[config.mk]
export PLATFORM = sky130hd
export DESIGN_NAME = mipsCore
export DESIGN_NICKNAME = d
export VERILOG_FILES = /design/src/common/mipsPkg.sv /design/src/hw/mipsControl.sv /design/src/register/registerFile.sv /design/src/register/registerDatapath.sv /design/src/hw/aluDatapath.sv /design/src/hw/pcDatapath.sv /design/src/hw/mipsCore.sv
export SDC_FILE = /design/constraint.sdc
export NUM_CORES = 2
export LEC_CHECK = 0
export BUFFER_PORTS_ARGS = -buffer_cell sky130_fd_sc_hd__buf_4
export CORE_MARGIN = 2
export CORE_UTILIZATION = 30
export DETAILED_ROUTE_END_ITERATION = 10
export PLACE_DENSITY_LB_ADDON = 0.2
export SLEW_MARGIN = 40
export SYNTH_ARGS = -nofsm -noshare
export SYNTH_HDL_FRONTEND = slang
export SYNTH_SLANG_ARGS = --single-unit
[constraint.sdc]
create_clock -name clock -period 12.4 [get_ports clock]
set_clock_uncertainty 0.05 [all_clocks]
set_input_delay 2.48 -clock clock [delete_from_list [all_inputs] [get_ports clock]]
set_output_delay 2.48 -clock clock [all_outputs]
set_load 0.02 [all_outputs]
[src/common/mipsPkg.sv]
package mipsPkg;

	typedef logic [31:0] Word;
	typedef logic [4:0] RegAddr;

	typedef enum logic [5:0] {
		OpRType = 6'h00,
		OpJ = 6'h02,
		OpJal = 6'h03,
		OpBeq = 6'h04,
		OpAddi = 6'h08,
		OpOri = 6'h0d,
		OpLw = 6'h23,
		OpSw = 6'h2b
	} Opcode;

	typedef enum logic [5:0] {
		FunctSll = 6'h00,
		FunctSrl = 6'h02,
		FunctAdd = 6'h20,
		FunctSub = 6'h22,
		FunctAnd = 6'h24,
		FunctOr = 6'h25,
		FunctSlt = 6'h2a
	} Funct;

	typedef struct packed {
		Opcode opcode;
		RegAddr rs;
		RegAddr rt;
		RegAddr rd;
		logic [4:0] shamt;
		Funct funct;
	} RFormat;

	typedef struct packed {
		Opcode opcode;
		RegAddr rs;
		RegAddr rt;
		logic [15:0] immediate;
	} IFormat;

	typedef struct packed {
		Opcode opcode;
		logic [25:0] target;
	} JFormat;

	typedef union packed {
		RFormat rFormat;
		IFormat iFormat;
		JFormat jFormat;
	} Instruction;

	typedef enum logic [1:0] {Port1Rs, Port1Rt, Port1None} Port1AddrSource;
	typedef enum logic [1:0] {Port2Rs, Port2Rt, Port2None} Port2AddrSource;
	typedef enum logic [1:0] {WriteAddrRd, WriteAddrRt, WriteAddrR31, WriteAddrNone} WriteAddrSource;
	typedef enum logic [1:0] {WriteDataMemory, WriteDataPc, WriteDataAlu} WriteDataSource;

	typedef enum logic [2:0] {AluAdd, AluSub, AluAnd, AluOr, AluSlt, AluSll, AluSrl} AluOp;
	typedef enum logic [1:0] {AluBRegister, AluBSignImm, AluBZeroImm} AluBSource;
	typedef enum logic [1:0] {PcNext, PcBranch, PcJump} PcSource;

	typedef struct packed {
		Port1AddrSource port1AddrSource;
		Port2AddrSource port2AddrSource;
		WriteAddrSource writeAddrSource;
		WriteDataSource writeDataSource;
		logic writeEnable;
	} RegisterControl;

	typedef struct packed {
		RegisterControl registerControl;
		AluOp aluOp;
		AluBSource aluBSource;
		PcSource pcSource;
		logic ramWrite;
		logic isBranch;
	} Control;

endpackage

[src/hw/mipsControl.sv]
`timescale 1ns/1ps

module mipsControl (
	input mipsPkg::Instruction instruction,
	output mipsPkg::Control control
);

	localparam mipsPkg::Control noOperation = '{
		registerControl: '{
			port1AddrSource: mipsPkg::Port1None,
			port2AddrSource: mipsPkg::Port2None,
			writeAddrSource: mipsPkg::WriteAddrNone,
			writeDataSource: mipsPkg::WriteDataAlu,
			writeEnable: 1'b0
		},
		aluOp: mipsPkg::AluAdd,
		aluBSource: mipsPkg::AluBRegister,
		pcSource: mipsPkg::PcNext,
		ramWrite: 1'b0,
		isBranch: 1'b0
	};

	always_comb begin
		control = noOperation;
		case (instruction.rFormat.opcode)
			mipsPkg::OpRType: begin
				control.registerControl.port1AddrSource = mipsPkg::Port1Rs;
				control.registerControl.port2AddrSource = mipsPkg::Port2Rt;
				control.registerControl.writeAddrSource = mipsPkg::WriteAddrRd;
				control.registerControl.writeEnable = 1'b1;
				case (instruction.rFormat.funct)
					mipsPkg::FunctAdd: control.aluOp = mipsPkg::AluAdd;
					mipsPkg::FunctSub: control.aluOp = mipsPkg::AluSub;
					mipsPkg::FunctAnd: control.aluOp = mipsPkg::AluAnd;
					mipsPkg::FunctOr: control.aluOp = mipsPkg::AluOr;
					mipsPkg::FunctSlt: control.aluOp = mipsPkg::AluSlt;
					mipsPkg::FunctSll: control.aluOp = mipsPkg::AluSll;
					mipsPkg::FunctSrl: control.aluOp = mipsPkg::AluSrl;
					default: control = noOperation; // unknown funct
				endcase
			end
			mipsPkg::OpAddi, mipsPkg::OpOri, mipsPkg::OpLw: begin
				control.registerControl.port1AddrSource = mipsPkg::Port1Rs;
				control.registerControl.writeAddrSource = mipsPkg::WriteAddrRt;
				control.registerControl.writeEnable = 1'b1;
				control.aluBSource = mipsPkg::AluBSignImm;
				if (instruction.iFormat.opcode == mipsPkg::OpOri) begin
					control.aluOp = mipsPkg::AluOr;
					control.aluBSource = mipsPkg::AluBZeroImm; // ori zero-extends
				end
				if (instruction.iFormat.opcode == mipsPkg::OpLw)
					control.registerControl.writeDataSource = mipsPkg::WriteDataMemory;
			end
			mipsPkg::OpSw: begin
				control.registerControl.port1AddrSource = mipsPkg::Port1Rs;
				control.registerControl.port2AddrSource = mipsPkg::Port2Rt; // store data
				control.aluBSource = mipsPkg::AluBSignImm;
				control.ramWrite = 1'b1;
			end
			mipsPkg::OpBeq: begin
				control.registerControl.port1AddrSource = mipsPkg::Port1Rs;
				control.registerControl.port2AddrSource = mipsPkg::Port2Rt;
				control.aluOp = mipsPkg::AluSub; // equal when difference is zero
				control.pcSource = mipsPkg::PcBranch;
				control.isBranch = 1'b1;
			end
			mipsPkg::OpJ: control.pcSource = mipsPkg::PcJump;
			mipsPkg::OpJal: begin
				control.registerControl.writeAddrSource = mipsPkg::WriteAddrR31;
				control.registerControl.writeDataSource = mipsPkg::WriteDataPc;
				control.registerControl.writeEnable = 1'b1;
				control.pcSource = mipsPkg::PcJump;
			end
			default: control = noOperation;
		endcase
	end

	always_comb begin
		assert #0 (!(control.registerControl.writeEnable && control.ramWrite))
			else $error("register write and memory write decoded together");
	end

endmodule

[src/register/registerFile.sv]
`timescale 1ns/1ps

module registerFile (
	input logic clock,
	input logic reset,
	input mipsPkg::RegAddr rd1Addr,
	input mipsPkg::RegAddr rd2Addr,
	input mipsPkg::RegAddr wrAddr,
	input mipsPkg::Word wrData,
	input logic wrEnable,
	output mipsPkg::Word rd1Data,
	output mipsPkg::Word rd2Data
);

	mipsPkg::Word regs [32];

	always_ff @(posedge clock) begin
		if (reset) begin
			for (int i = 0; i < 32; i++)
				regs[i] <= '0;
		end else if (wrEnable && wrAddr != 5'd0) begin
			regs[wrAddr] <= wrData;
		end
	end

	// old value is seen when reading the register being written
	assign rd1Data = (rd1Addr == 5'd0) ? '0 : regs[rd1Addr];
	assign rd2Data = (rd2Addr == 5'd0) ? '0 : regs[rd2Addr];

	zeroAfterWrite: assert property (
		@(posedge clock) disable iff (reset) wrEnable |=> regs[0] == '0
	) else $error("register zero changed after a write");

endmodule

[src/register/registerDatapath.sv]
`timescale 1ns/1ps

module registerDatapath (
	input logic clock,
	input logic reset,
	input mipsPkg::RegisterControl control,
	input mipsPkg::Word pcAddr,
	input mipsPkg::Word ramOut,
	input mipsPkg::Word aluResult,
	input mipsPkg::Instruction instruction,
	output mipsPkg::Word port1,
	output mipsPkg::Word port2
);

	mipsPkg::RegAddr rd1Addr;
	mipsPkg::RegAddr rd2Addr;
	mipsPkg::RegAddr wrAddr;
	mipsPkg::Word wrData;

	registerFile u_registerFile (
		.clock(clock),
		.reset(reset),
		.rd1Addr(rd1Addr),
		.rd2Addr(rd2Addr),
		.wrAddr(wrAddr),
		.wrData(wrData),
		.wrEnable(control.writeEnable),
		.rd1Data(port1),
		.rd2Data(port2)
	);

	always_comb begin
		case (control.port1AddrSource)
			mipsPkg::Port1Rs: rd1Addr = instruction.rFormat.rs;
			mipsPkg::Port1Rt: rd1Addr = instruction.rFormat.rt;
			default: rd1Addr = 5'd0;
		endcase
	end

	always_comb begin
		case (control.port2AddrSource)
			mipsPkg::Port2Rs: rd2Addr = instruction.rFormat.rs;
			mipsPkg::Port2Rt: rd2Addr = instruction.rFormat.rt;
			default: rd2Addr = 5'd0;
		endcase
	end

	always_comb begin
		case (control.writeAddrSource)
			mipsPkg::WriteAddrRd: wrAddr = instruction.rFormat.rd;
			mipsPkg::WriteAddrRt: wrAddr = instruction.rFormat.rt;
			mipsPkg::WriteAddrR31: wrAddr = 5'd31; // link register
			default: wrAddr = 5'd0;
		endcase
	end

	always_comb begin
		case (control.writeDataSource)
			mipsPkg::WriteDataMemory: wrData = ramOut;
			mipsPkg::WriteDataPc: wrData = pcAddr + 32'd4; // return address
			default: wrData = aluResult;
		endcase
	end

endmodule

[src/hw/aluDatapath.sv]
`timescale 1ns/1ps

module aluDatapath (
	input mipsPkg::Control control,
	input mipsPkg::Instruction instruction,
	input mipsPkg::Word port1,
	input mipsPkg::Word port2,
	output mipsPkg::Word aluResult,
	output logic zero
);

	mipsPkg::Word operandB;
	logic [15:0] immediate;
	logic [4:0] shamt;

	assign immediate = instruction.iFormat.immediate;
	assign shamt = instruction.rFormat.shamt;

	always_comb begin
		case (control.aluBSource)
			mipsPkg::AluBSignImm: operandB = {{16{immediate[15]}}, immediate};
			mipsPkg::AluBZeroImm: operandB = {16'd0, immediate};
			default: operandB = port2;
		endcase
	end

	always_comb begin
		case (control.aluOp)
			mipsPkg::AluAdd: aluResult = port1 + operandB;
			mipsPkg::AluSub: aluResult = port1 - operandB;
			mipsPkg::AluAnd: aluResult = port1 & operandB;
			mipsPkg::AluOr: aluResult = port1 | operandB;
			mipsPkg::AluSlt: aluResult = {31'd0, $signed(port1) < $signed(operandB)};
			mipsPkg::AluSll: aluResult = operandB << shamt; // shifts act on rt
			mipsPkg::AluSrl: aluResult = operandB >> shamt;
			default: aluResult = port1 + operandB;
		endcase
	end

	assign zero = (aluResult == '0);

endmodule

[src/hw/pcDatapath.sv]
`timescale 1ns/1ps

module pcDatapath #(
	parameter mipsPkg::Word resetAddress = 32'h0
) (
	input logic clock,
	input logic reset,
	input mipsPkg::Control control,
	input mipsPkg::Instruction instruction,
	input logic zero,
	output mipsPkg::Word pcAddr
);

	mipsPkg::Word pcPlus4;
	mipsPkg::Word branchTarget;
	mipsPkg::Word jumpTarget;
	mipsPkg::Word nextPc;

	assign pcPlus4 = pcAddr + 32'd4;
	assign branchTarget = pcPlus4 + {{14{instruction.iFormat.immediate[15]}},
		instruction.iFormat.immediate, 2'b00};
	assign jumpTarget = {pcPlus4[31:28], instruction.jFormat.target, 2'b00};

	always_comb begin
		case (control.pcSource)
			mipsPkg::PcBranch: nextPc = (control.isBranch && zero) ? branchTarget : pcPlus4;
			mipsPkg::PcJump: nextPc = jumpTarget;
			default: nextPc = pcPlus4;
		endcase
	end

	always_ff @(posedge clock) begin
		if (reset)
			pcAddr <= resetAddress;
		else
			pcAddr <= nextPc;
	end

	pcAligned: assert property (
		@(posedge clock) disable iff (reset) pcAddr[1:0] == 2'b00
	) else $error("pc lost word alignment");

endmodule

[src/hw/mipsCore.sv]
`timescale 1ns/1ps

module mipsCore #(
	parameter mipsPkg::Word resetAddress = 32'h0
) (
	input logic clock,
	input logic reset,
	input mipsPkg::Word instruction,
	input mipsPkg::Word ramOut,
	output mipsPkg::Word pcAddr,
	output mipsPkg::Word ramAddr,
	output mipsPkg::Word ramWriteData,
	output logic ramWrite
);

	mipsPkg::Instruction decoded;
	mipsPkg::Control control;
	mipsPkg::Word port1;
	mipsPkg::Word port2;
	mipsPkg::Word aluResult;
	logic zero;

	assign decoded = instruction;
	assign ramAddr = aluResult;
	assign ramWriteData = port2;
	assign ramWrite = control.ramWrite && !reset; // no stores while in reset

	mipsControl u_mipsControl (
		.instruction(decoded),
		.control(control)
	);

	registerDatapath u_registerDatapath (
		.clock(clock),
		.reset(reset),
		.control(control.registerControl),
		.pcAddr(pcAddr),
		.ramOut(ramOut),
		.aluResult(aluResult),
		.instruction(decoded),
		.port1(port1),
		.port2(port2)
	);

	aluDatapath u_aluDatapath (
		.control(control),
		.instruction(decoded),
		.port1(port1),
		.port2(port2),
		.aluResult(aluResult),
		.zero(zero)
	);

	pcDatapath #(.resetAddress(resetAddress)) u_pcDatapath (
		.clock(clock),
		.reset(reset),
		.control(control),
		.instruction(decoded),
		.zero(zero),
		.pcAddr(pcAddr)
	);

endmodule

==> After elaboration in Yosys (flattened, before gate mapping) <==
Memories as Yosys holds them, arrays and structs flattened.
Index checks and enable logic that the tools add are counted.
{ "op_classes": {"bitwise": 2, "n_reduce_logical": 20, "mux": 30, "div_mod_pow": 0, "multipliers": 0, "shifts": 2, "eq_ne": 28, "n_addsub": 4, "order_cmp": 1} }
{ "op_table": {"columns": ["cell", "n"], "rows": [
  ["32-bit case mux with 2 select lines", 3],
  ["32-bit case mux with 6 select lines", 1],
  ["32-bit 2-to-1 mux", 4],
  ["32-bit adder", 2],
  ["6-bit == test, second input constant", 7],
  ["32-bit by 3-bit adder with 32-bit output, second input constant", 1],
  ["32-bit bitwise AND", 1],
  ["32-bit zero test", 1],
  ["32-bit < comparator", 1],
  ["32-bit bitwise OR", 1],
  ["32-bit OR reduction", 1],
  ["32-bit by 5-bit << shifter with 32-bit output", 1],
  ["32-bit by 5-bit >> shifter with 32-bit output", 1],
  ["32-bit subtractor", 1],
  ["5-bit case mux with 3 select lines", 2],
  ["5-bit case mux with 2 select lines", 2],
  ["6-bit by 2-bit == test with 1-bit output, second input constant", 3],
  ["3-bit case mux with 6 select lines", 1],
  ["2-bit case mux with 2 select lines", 4],
  ["2-bit by 1-bit == test with 1-bit output, second input constant", 6],
  ["6-bit by 4-bit == test with 1-bit output, second input constant", 2],
  ["6-bit zero test", 2],
  ["5-bit zero test", 2],
  ["3-bit == test, second input constant", 3],
  ["18 further kinds", 34]
]} }
{ "totals": {"latchBits": 0, "romBits": 0, "n_memories": 1, "reg_bits": 32, "out_inout_bits": 97, "ram_bits": 1024} }
{ "mem_list": {"columns": ["memory", "words", "width", "read_ports", "rd_ports_with_merged_regs", "write_ports", "line_no", "text"], "rows": [
  ["u_registerDatapath.u_registerFile.regs", 32, 32, 2, 0, 32, "registerFile.sv:15", "mipsPkg::Word regs [32];"]
]} }

==> Logic depth before layout (Yosys ltp) <==
{ "depth": {"ltp_word": 15, "ltp_mapped": 40} }

==> Modules after synthesis <==
From an unflattened synthesis, not the netlist that was laid out.
{ "unflattened": {"cells_unflattened": 5702, "hier_area_um2": 69261.4} }
{ "modules_own_cells": {"columns": ["mod", "instances", "seq_area_each_um2", "area_each_um2", "cells_each"], "rows": [
  ["registerFile", 1, 30749.5, 54253.3, 3502],
  ["aluDatapath", 1, 0.0, 9735.6, 1458],
  ["pcDatapath", 1, 600.6, 3489.6, 455],
  ["registerDatapath", 1, 0.0, 1352.5, 223],
  ["mipsControl", 1, 0.0, 416.6, 63],
  ["mipsCore", 1, 0.0, 13.8, 1]
]} }

==> Least setup slack after synthesis <==
OpenSTA, ideal clock, no wires.
{ "synth_path": {"kind": "in2out", "from": "in instruction[1]", "to": "out ramAddr[30]", "stages": 31, "required_ns": 9.870, "arrival_time_ns": 9.408, "slack_ns": 0.462, "path_buffers": 7, "path_cell_list": "buf_2 -> and3b_1 -> a22o_2 -> buf_4 -> buf_2 -> buf_2 -> o21ai_1 -> nand2_1 -> and2_1 -> clkbuf_1 -> buf_1 -> clkbuf_1 -> a21oi_1 -> a311oi_1 -> nor2_1 -> o21ai_0 -> a22oi_1 -> fa_1 -> or2_2 -> a221oi_1 -> o2111ai_1 -> a31oi_1 -> a311oi_1 -> o2111ai_1 -> nand4_1 -> a311oi_1 -> nor2_1 -> o31ai_1 -> mux2i_1 -> a211oi_1 -> nand3_1"} }
{ "synth_between": {"elab_chain_cells": 11, "word_cells_on_any_way": 38} }
{ "synth_lines": {"columns": ["element", "line_no", "text"], "rows": [
  ["start: declaration", "mipsCore.sv:8", "input mipsPkg::Word instruction,"],
  ["6-bit == test (tied with other cells)", "mipsControl.sv:31", "case (instruction.rFormat.funct)"],
  ["7-bit OR reduction (no line)", null, null],
  ["9-bit 2-to-1 mux", "mipsControl.sv:31", null],
  ["2-bit case mux with 2 select lines", "mipsControl.sv:25", "case (instruction.rFormat.opcode)"],
  ["2-bit by 1-bit == test with 1-bit output or 2-bit zero test (tied branches)", "registerDatapath.sv:41", "case (control.port2AddrSource)"],
  ["5-bit case mux with 2 select lines", "registerDatapath.sv:41", null],
  ["memory 32 x 32 bit or 5-bit zero test (tied branches)", null, null],
  ["32-bit 2-to-1 mux", "registerFile.sv:28", "assign rd2Data = (rd2Addr == 5'd0) ? '0 : regs[rd2Addr];"],
  ["32-bit case mux with 2 select lines", "aluDatapath.sv:20", "case (control.aluBSource)"],
  ["32-bit adder (tied with other cells)", "aluDatapath.sv:29, aluDatapath.sv:36", null],
  ["32-bit case mux with 6 select lines (*)", "aluDatapath.sv:28", "case (control.aluOp)"],
  ["end: declaration", "mipsCore.sv:11", "output mipsPkg::Word ramAddr,"]
]} }
Mark *: on every way between the ends. The rest lies on a longest branch, timed or not.

==> Final worst setup path <==
{ "layout_path": {"from": "in instruction[27]", "to": "out ramAddr[23]"} }
{ "layout_between": {"elab_chain_cells": 10, "word_cells_on_any_way": 41} }
{ "layout_lines": {"columns": ["element", "line_no"], "rows": [
  ["6-bit == test or 6-bit by 3-bit == test with 1-bit output (tied branches)", "mipsControl.sv:25"],
  ["2-bit OR reduction (no line)", null],
  ["2-bit case mux with 2 select lines", "mipsControl.sv:25"],
  ["2-bit by 1-bit == test with 1-bit output or 2-bit zero test (tied branches)", "registerDatapath.sv:41"],
  ["5-bit case mux with 2 select lines", "registerDatapath.sv:41"],
  ["memory 32 x 32 bit or 5-bit zero test (tied branches)", null],
  ["32-bit 2-to-1 mux", "registerFile.sv:28"],
  ["32-bit case mux with 2 select lines", "aluDatapath.sv:20"],
  ["32-bit adder (tied with other cells)", "aluDatapath.sv:29, aluDatapath.sv:36"],
  ["32-bit case mux with 6 select lines (*)", "aluDatapath.sv:28"]
]} }
Marks and branches as above.

==> impl_metrics.json <==
{
  "drc": 0,
  "mostFrequentLayoutCells": "nor2_1, edfxtp_1, buf_4",
  "path_clk_slew_ns": 0.06,
  "leakagePower_uw": 0.0285,
  "violations": "setup timing",
  "ir_worst_vdd_uv": 117,
  "end_kind": "output port",
  "power_density_mw_per_mm2": 122,
  "row_count": 173,
  "start_util": 0.301,
  "die_area_mm2": 0.227,
  "wl_per_cell_um": 38.7,
  "place_inst": 10200,
  "fin_nets": 7573,
  "worstPathMaxFanout": 12,
  "fin_area_mm2": 0.0805,
  "fin_ws_ns": -0.00742,
  "place_congestion": 1.04,
  "fin_crit_sh": 1.00,
  "ys_seq_elements": 1054,
  "grt_pass1_wl_um": 545000,
  "ios": 163,
  "synthXorXnorAreaFrac": 0.0106,
  "dpl.hpwl_um": 285000,
  "dp_slack_ns": -0.587,
  "yosysSeqAreaShare": 0.469,
  "rsz0062_at_grt": "true",
  "grt_max_degree": 83,
  "synth_fa_ha_area_frac": 0.0261,
  "yosysUniqueCellTypes": 114,
  "arrival_ns": 9.88,
  "dr.first_iter.drc_count": 11200,
  "clock-sinks": 1054,
  "cts_made_buffers": 120,
  "stdcell_count": 10400,
  "whs_ns": 0.606,
  "cts-htree-levels": 3,
  "coreArea_mm2": 0.222,
  "first_global_vias": 63000,
  "synth_simple_gate_area_frac": 0.169,
  "holdCritPathClass": "reg -> reg",
  "synth.area.mux_share": 0.0715,
  "drv_slew": 0,
  "root_buffer": "clkbuf_16",
  "finalSetupViolations": 1,
  "worst_pin_slew_ns": 1.03,
  "synth_cells": 6989,
  "synth_flop_cell": "edfxtp_1",
  "area_growth_pct": 20.4,
  "utilization": 0.363,
  "syn-mean-instance-area_um2": 9.57,
  "clk_path_buf_depth": 3,
  "ys_warn_count": 0,
  "synth_edf_count": 1024,
  "finalWirelength_um": 405000,
  "async_flop_share": 0,
  "drtPass1Iterations": 7,
  "synth_compound_area_frac": 0.205,
  "syn_area_mm2": 0.0669,
  "avgViaCountPerCell": 6.40,
  "status": "finished with violations",
  "vias": 66800,
  "clk-insertion-delay-late_ns": 0.83,
  "grt-ovfl-total": 0,
  "num-fill-cells": 22300,
  "start_kind": "input port",
  "synth_top_family_by_area": "compound AO/OA/AOI/OAI gates",
  "fmax_ghz": 0.0806,
  "critical_path_class": "in -> out",
  "die_w_um": 476,
  "required_ns": 9.87,
  "port-buffer-count": 160,
  "die_h_um": 476,
  "timing_hold_violations_final": 0,
  "grtUsageTotal": 0.343,
  "max_slew_margin": 0.311,
  "drtAntennaViolNets": 0,
  "place_area_mm2": 0.0761,
  "cts_tree": "done",
  "final_common_cell": "nor2_1",
  "drv_cap": 0,
  "antenna_found_initial": 22,
  "fin_crit_ns": 12.41,
  "drive_above_1_share": 0.198
}
## registers in the layout, summed over array words and instances, names as in the netlist
| name | flops |
|---|---|
| u_registerDatapath.u_registerFile.regs | 1024 |
| u_pcDatapath.pcAddr | 30 |
## final timing paths
check | from | to | slack [ns] | depth (start not counted)
setup / recovery | instruction[27] | ramAddr[23] | -0.007 | 28
hold / removal | u_pcDatapath.pcAddr[2]$_SDFF_PP0_ | u_pcDatapath.pcAddr[2]$_SDFF_PP0_ | 0.61 | 1
setup reg to reg | u_registerDatapath.u_registerFile.regs[25][0]$_SDFFCE_PN0P_ | u_pcDatapath.pcAddr[7]$_SDFF_PP0_ | 4.05 | 32
hold reg to reg | u_pcDatapath.pcAddr[2]$_SDFF_PP0_ | u_pcDatapath.pcAddr[2]$_SDFF_PP0_ | 0.61 | 1
## through the flow
step | power, µW | setup TNS [ns]
2_1_floorplan | 4990 | 0
3_3_place_gp | 5980 | -3.91
3_5_place_dp | 5990 | -3.33
4_1_cts | 9700 | 0
5_1_grt | 9960 | -0.00158
6_report | 9790 | -0.00742
## worst max-delay path, stage by stage
cell and delay, ns:
buf_4 0.16, or4_4 0.53, nor2_1 0.17, o21ai_1 0.09
buf_4 0.20, nand2_4 0.17, and2_4 0.27, buf_4 0.15
buf_6 0.18, mux4_2 0.52, a22oi_1 0.57, nand2_1 0.27
a22oi_1 0.49, buf_4 0.22, inv_1 0.05, ha_1 0.20
or3_1 0.36, o31ai_2 0.40, o41ai_1 0.11, buf_4 0.15
o41a_1 0.37, buf_4 0.17, a211o_1 0.27, o32ai_2 0.25
xnor2_1 0.16, nor2_1 0.06, or4_4 0.62, buf_4 0.19
## logic make-up (layout without fill, tap and decap cells)
kind of cell,Yosys count,count (layout)
buffers and inverters,821,1261
AND/OR/NAND/NOR,2639,2639
AO/OA/AOI/OAI,1909,1909
multiplexers,346,346
flip-flops,1054,1054
other,1,42
XOR/XNOR,81,81
adder cells (fa/ha/maj),138,138
## Yosys cell counts (91+ instances only)
library cell / count / area [µm²]
nor3_1: 124 / 621
edfxtp_1: 1024 / 30700
a22oi_1: 109 / 818
a21oi_1: 364 / 1820
ha_1: 135 / 1690
clkbuf_1: 507 / 1900
and3_1: 93 / 582
a221oi_1: 202 / 1770
o211ai_1: 91 / 683
nand2_1: 664 / 2490
mux4_2: 100 / 2250
a31oi_1: 128 / 801
o21ai_0: 281 / 1410
inv_1: 162 / 608
nand3_1: 171 / 856
nor2_1: 1323 / 4970
a211oi_1: 133 / 998
mux2i_1: 198 / 1980
## routing by layer
metal	wire length, µm	share of wire	up-vias	global-route usage
met3	49900	0.12	1116	0.104
met5	173	0.00043	-	0
met4	28500	0.070	22	0.202
met2	171000	0.42	5179	0.509
met1	155000	0.38	33500	0.438
li1	-	-	27000	-
## timing repair
item                       CTS  global route
buffers inserted             3             5
pin swaps                    0            10
resized for setup           15            35
setup endpoints to repair   13            13
hold buffers                 0             0
## power by group
group / switching [µW] / internal, µW / leakage (µW)
clock network: 1640 / 2130 / 0.00196
registers: 85.0 / 4020 / 0.0108
logic: 1340 / 562 / 0.0157
## final cells by class
| cell class | instances | area, µm² | area share |
|---|---|---|---|
| Antenna cell | 8 | 20.0 | 0.000249 |
| Clock buffer | 135 | 3060 | 0.0380 |
| Multi-Input combinational cell | 5147 | 33500 | 0.417 |
| Inverter | 170 | 638 | 0.00793 |
| Sequential cell | 1054 | 31400 | 0.389 |
| Tap cell | 2975 | 3720 | 0.0462 |
| Clock inverter | 80 | 966 | 0.0120 |
| Timing Repair Buffer | 876 | 7210 | 0.0895 |
No activity file was read; power rests on OpenSTA's default activity.
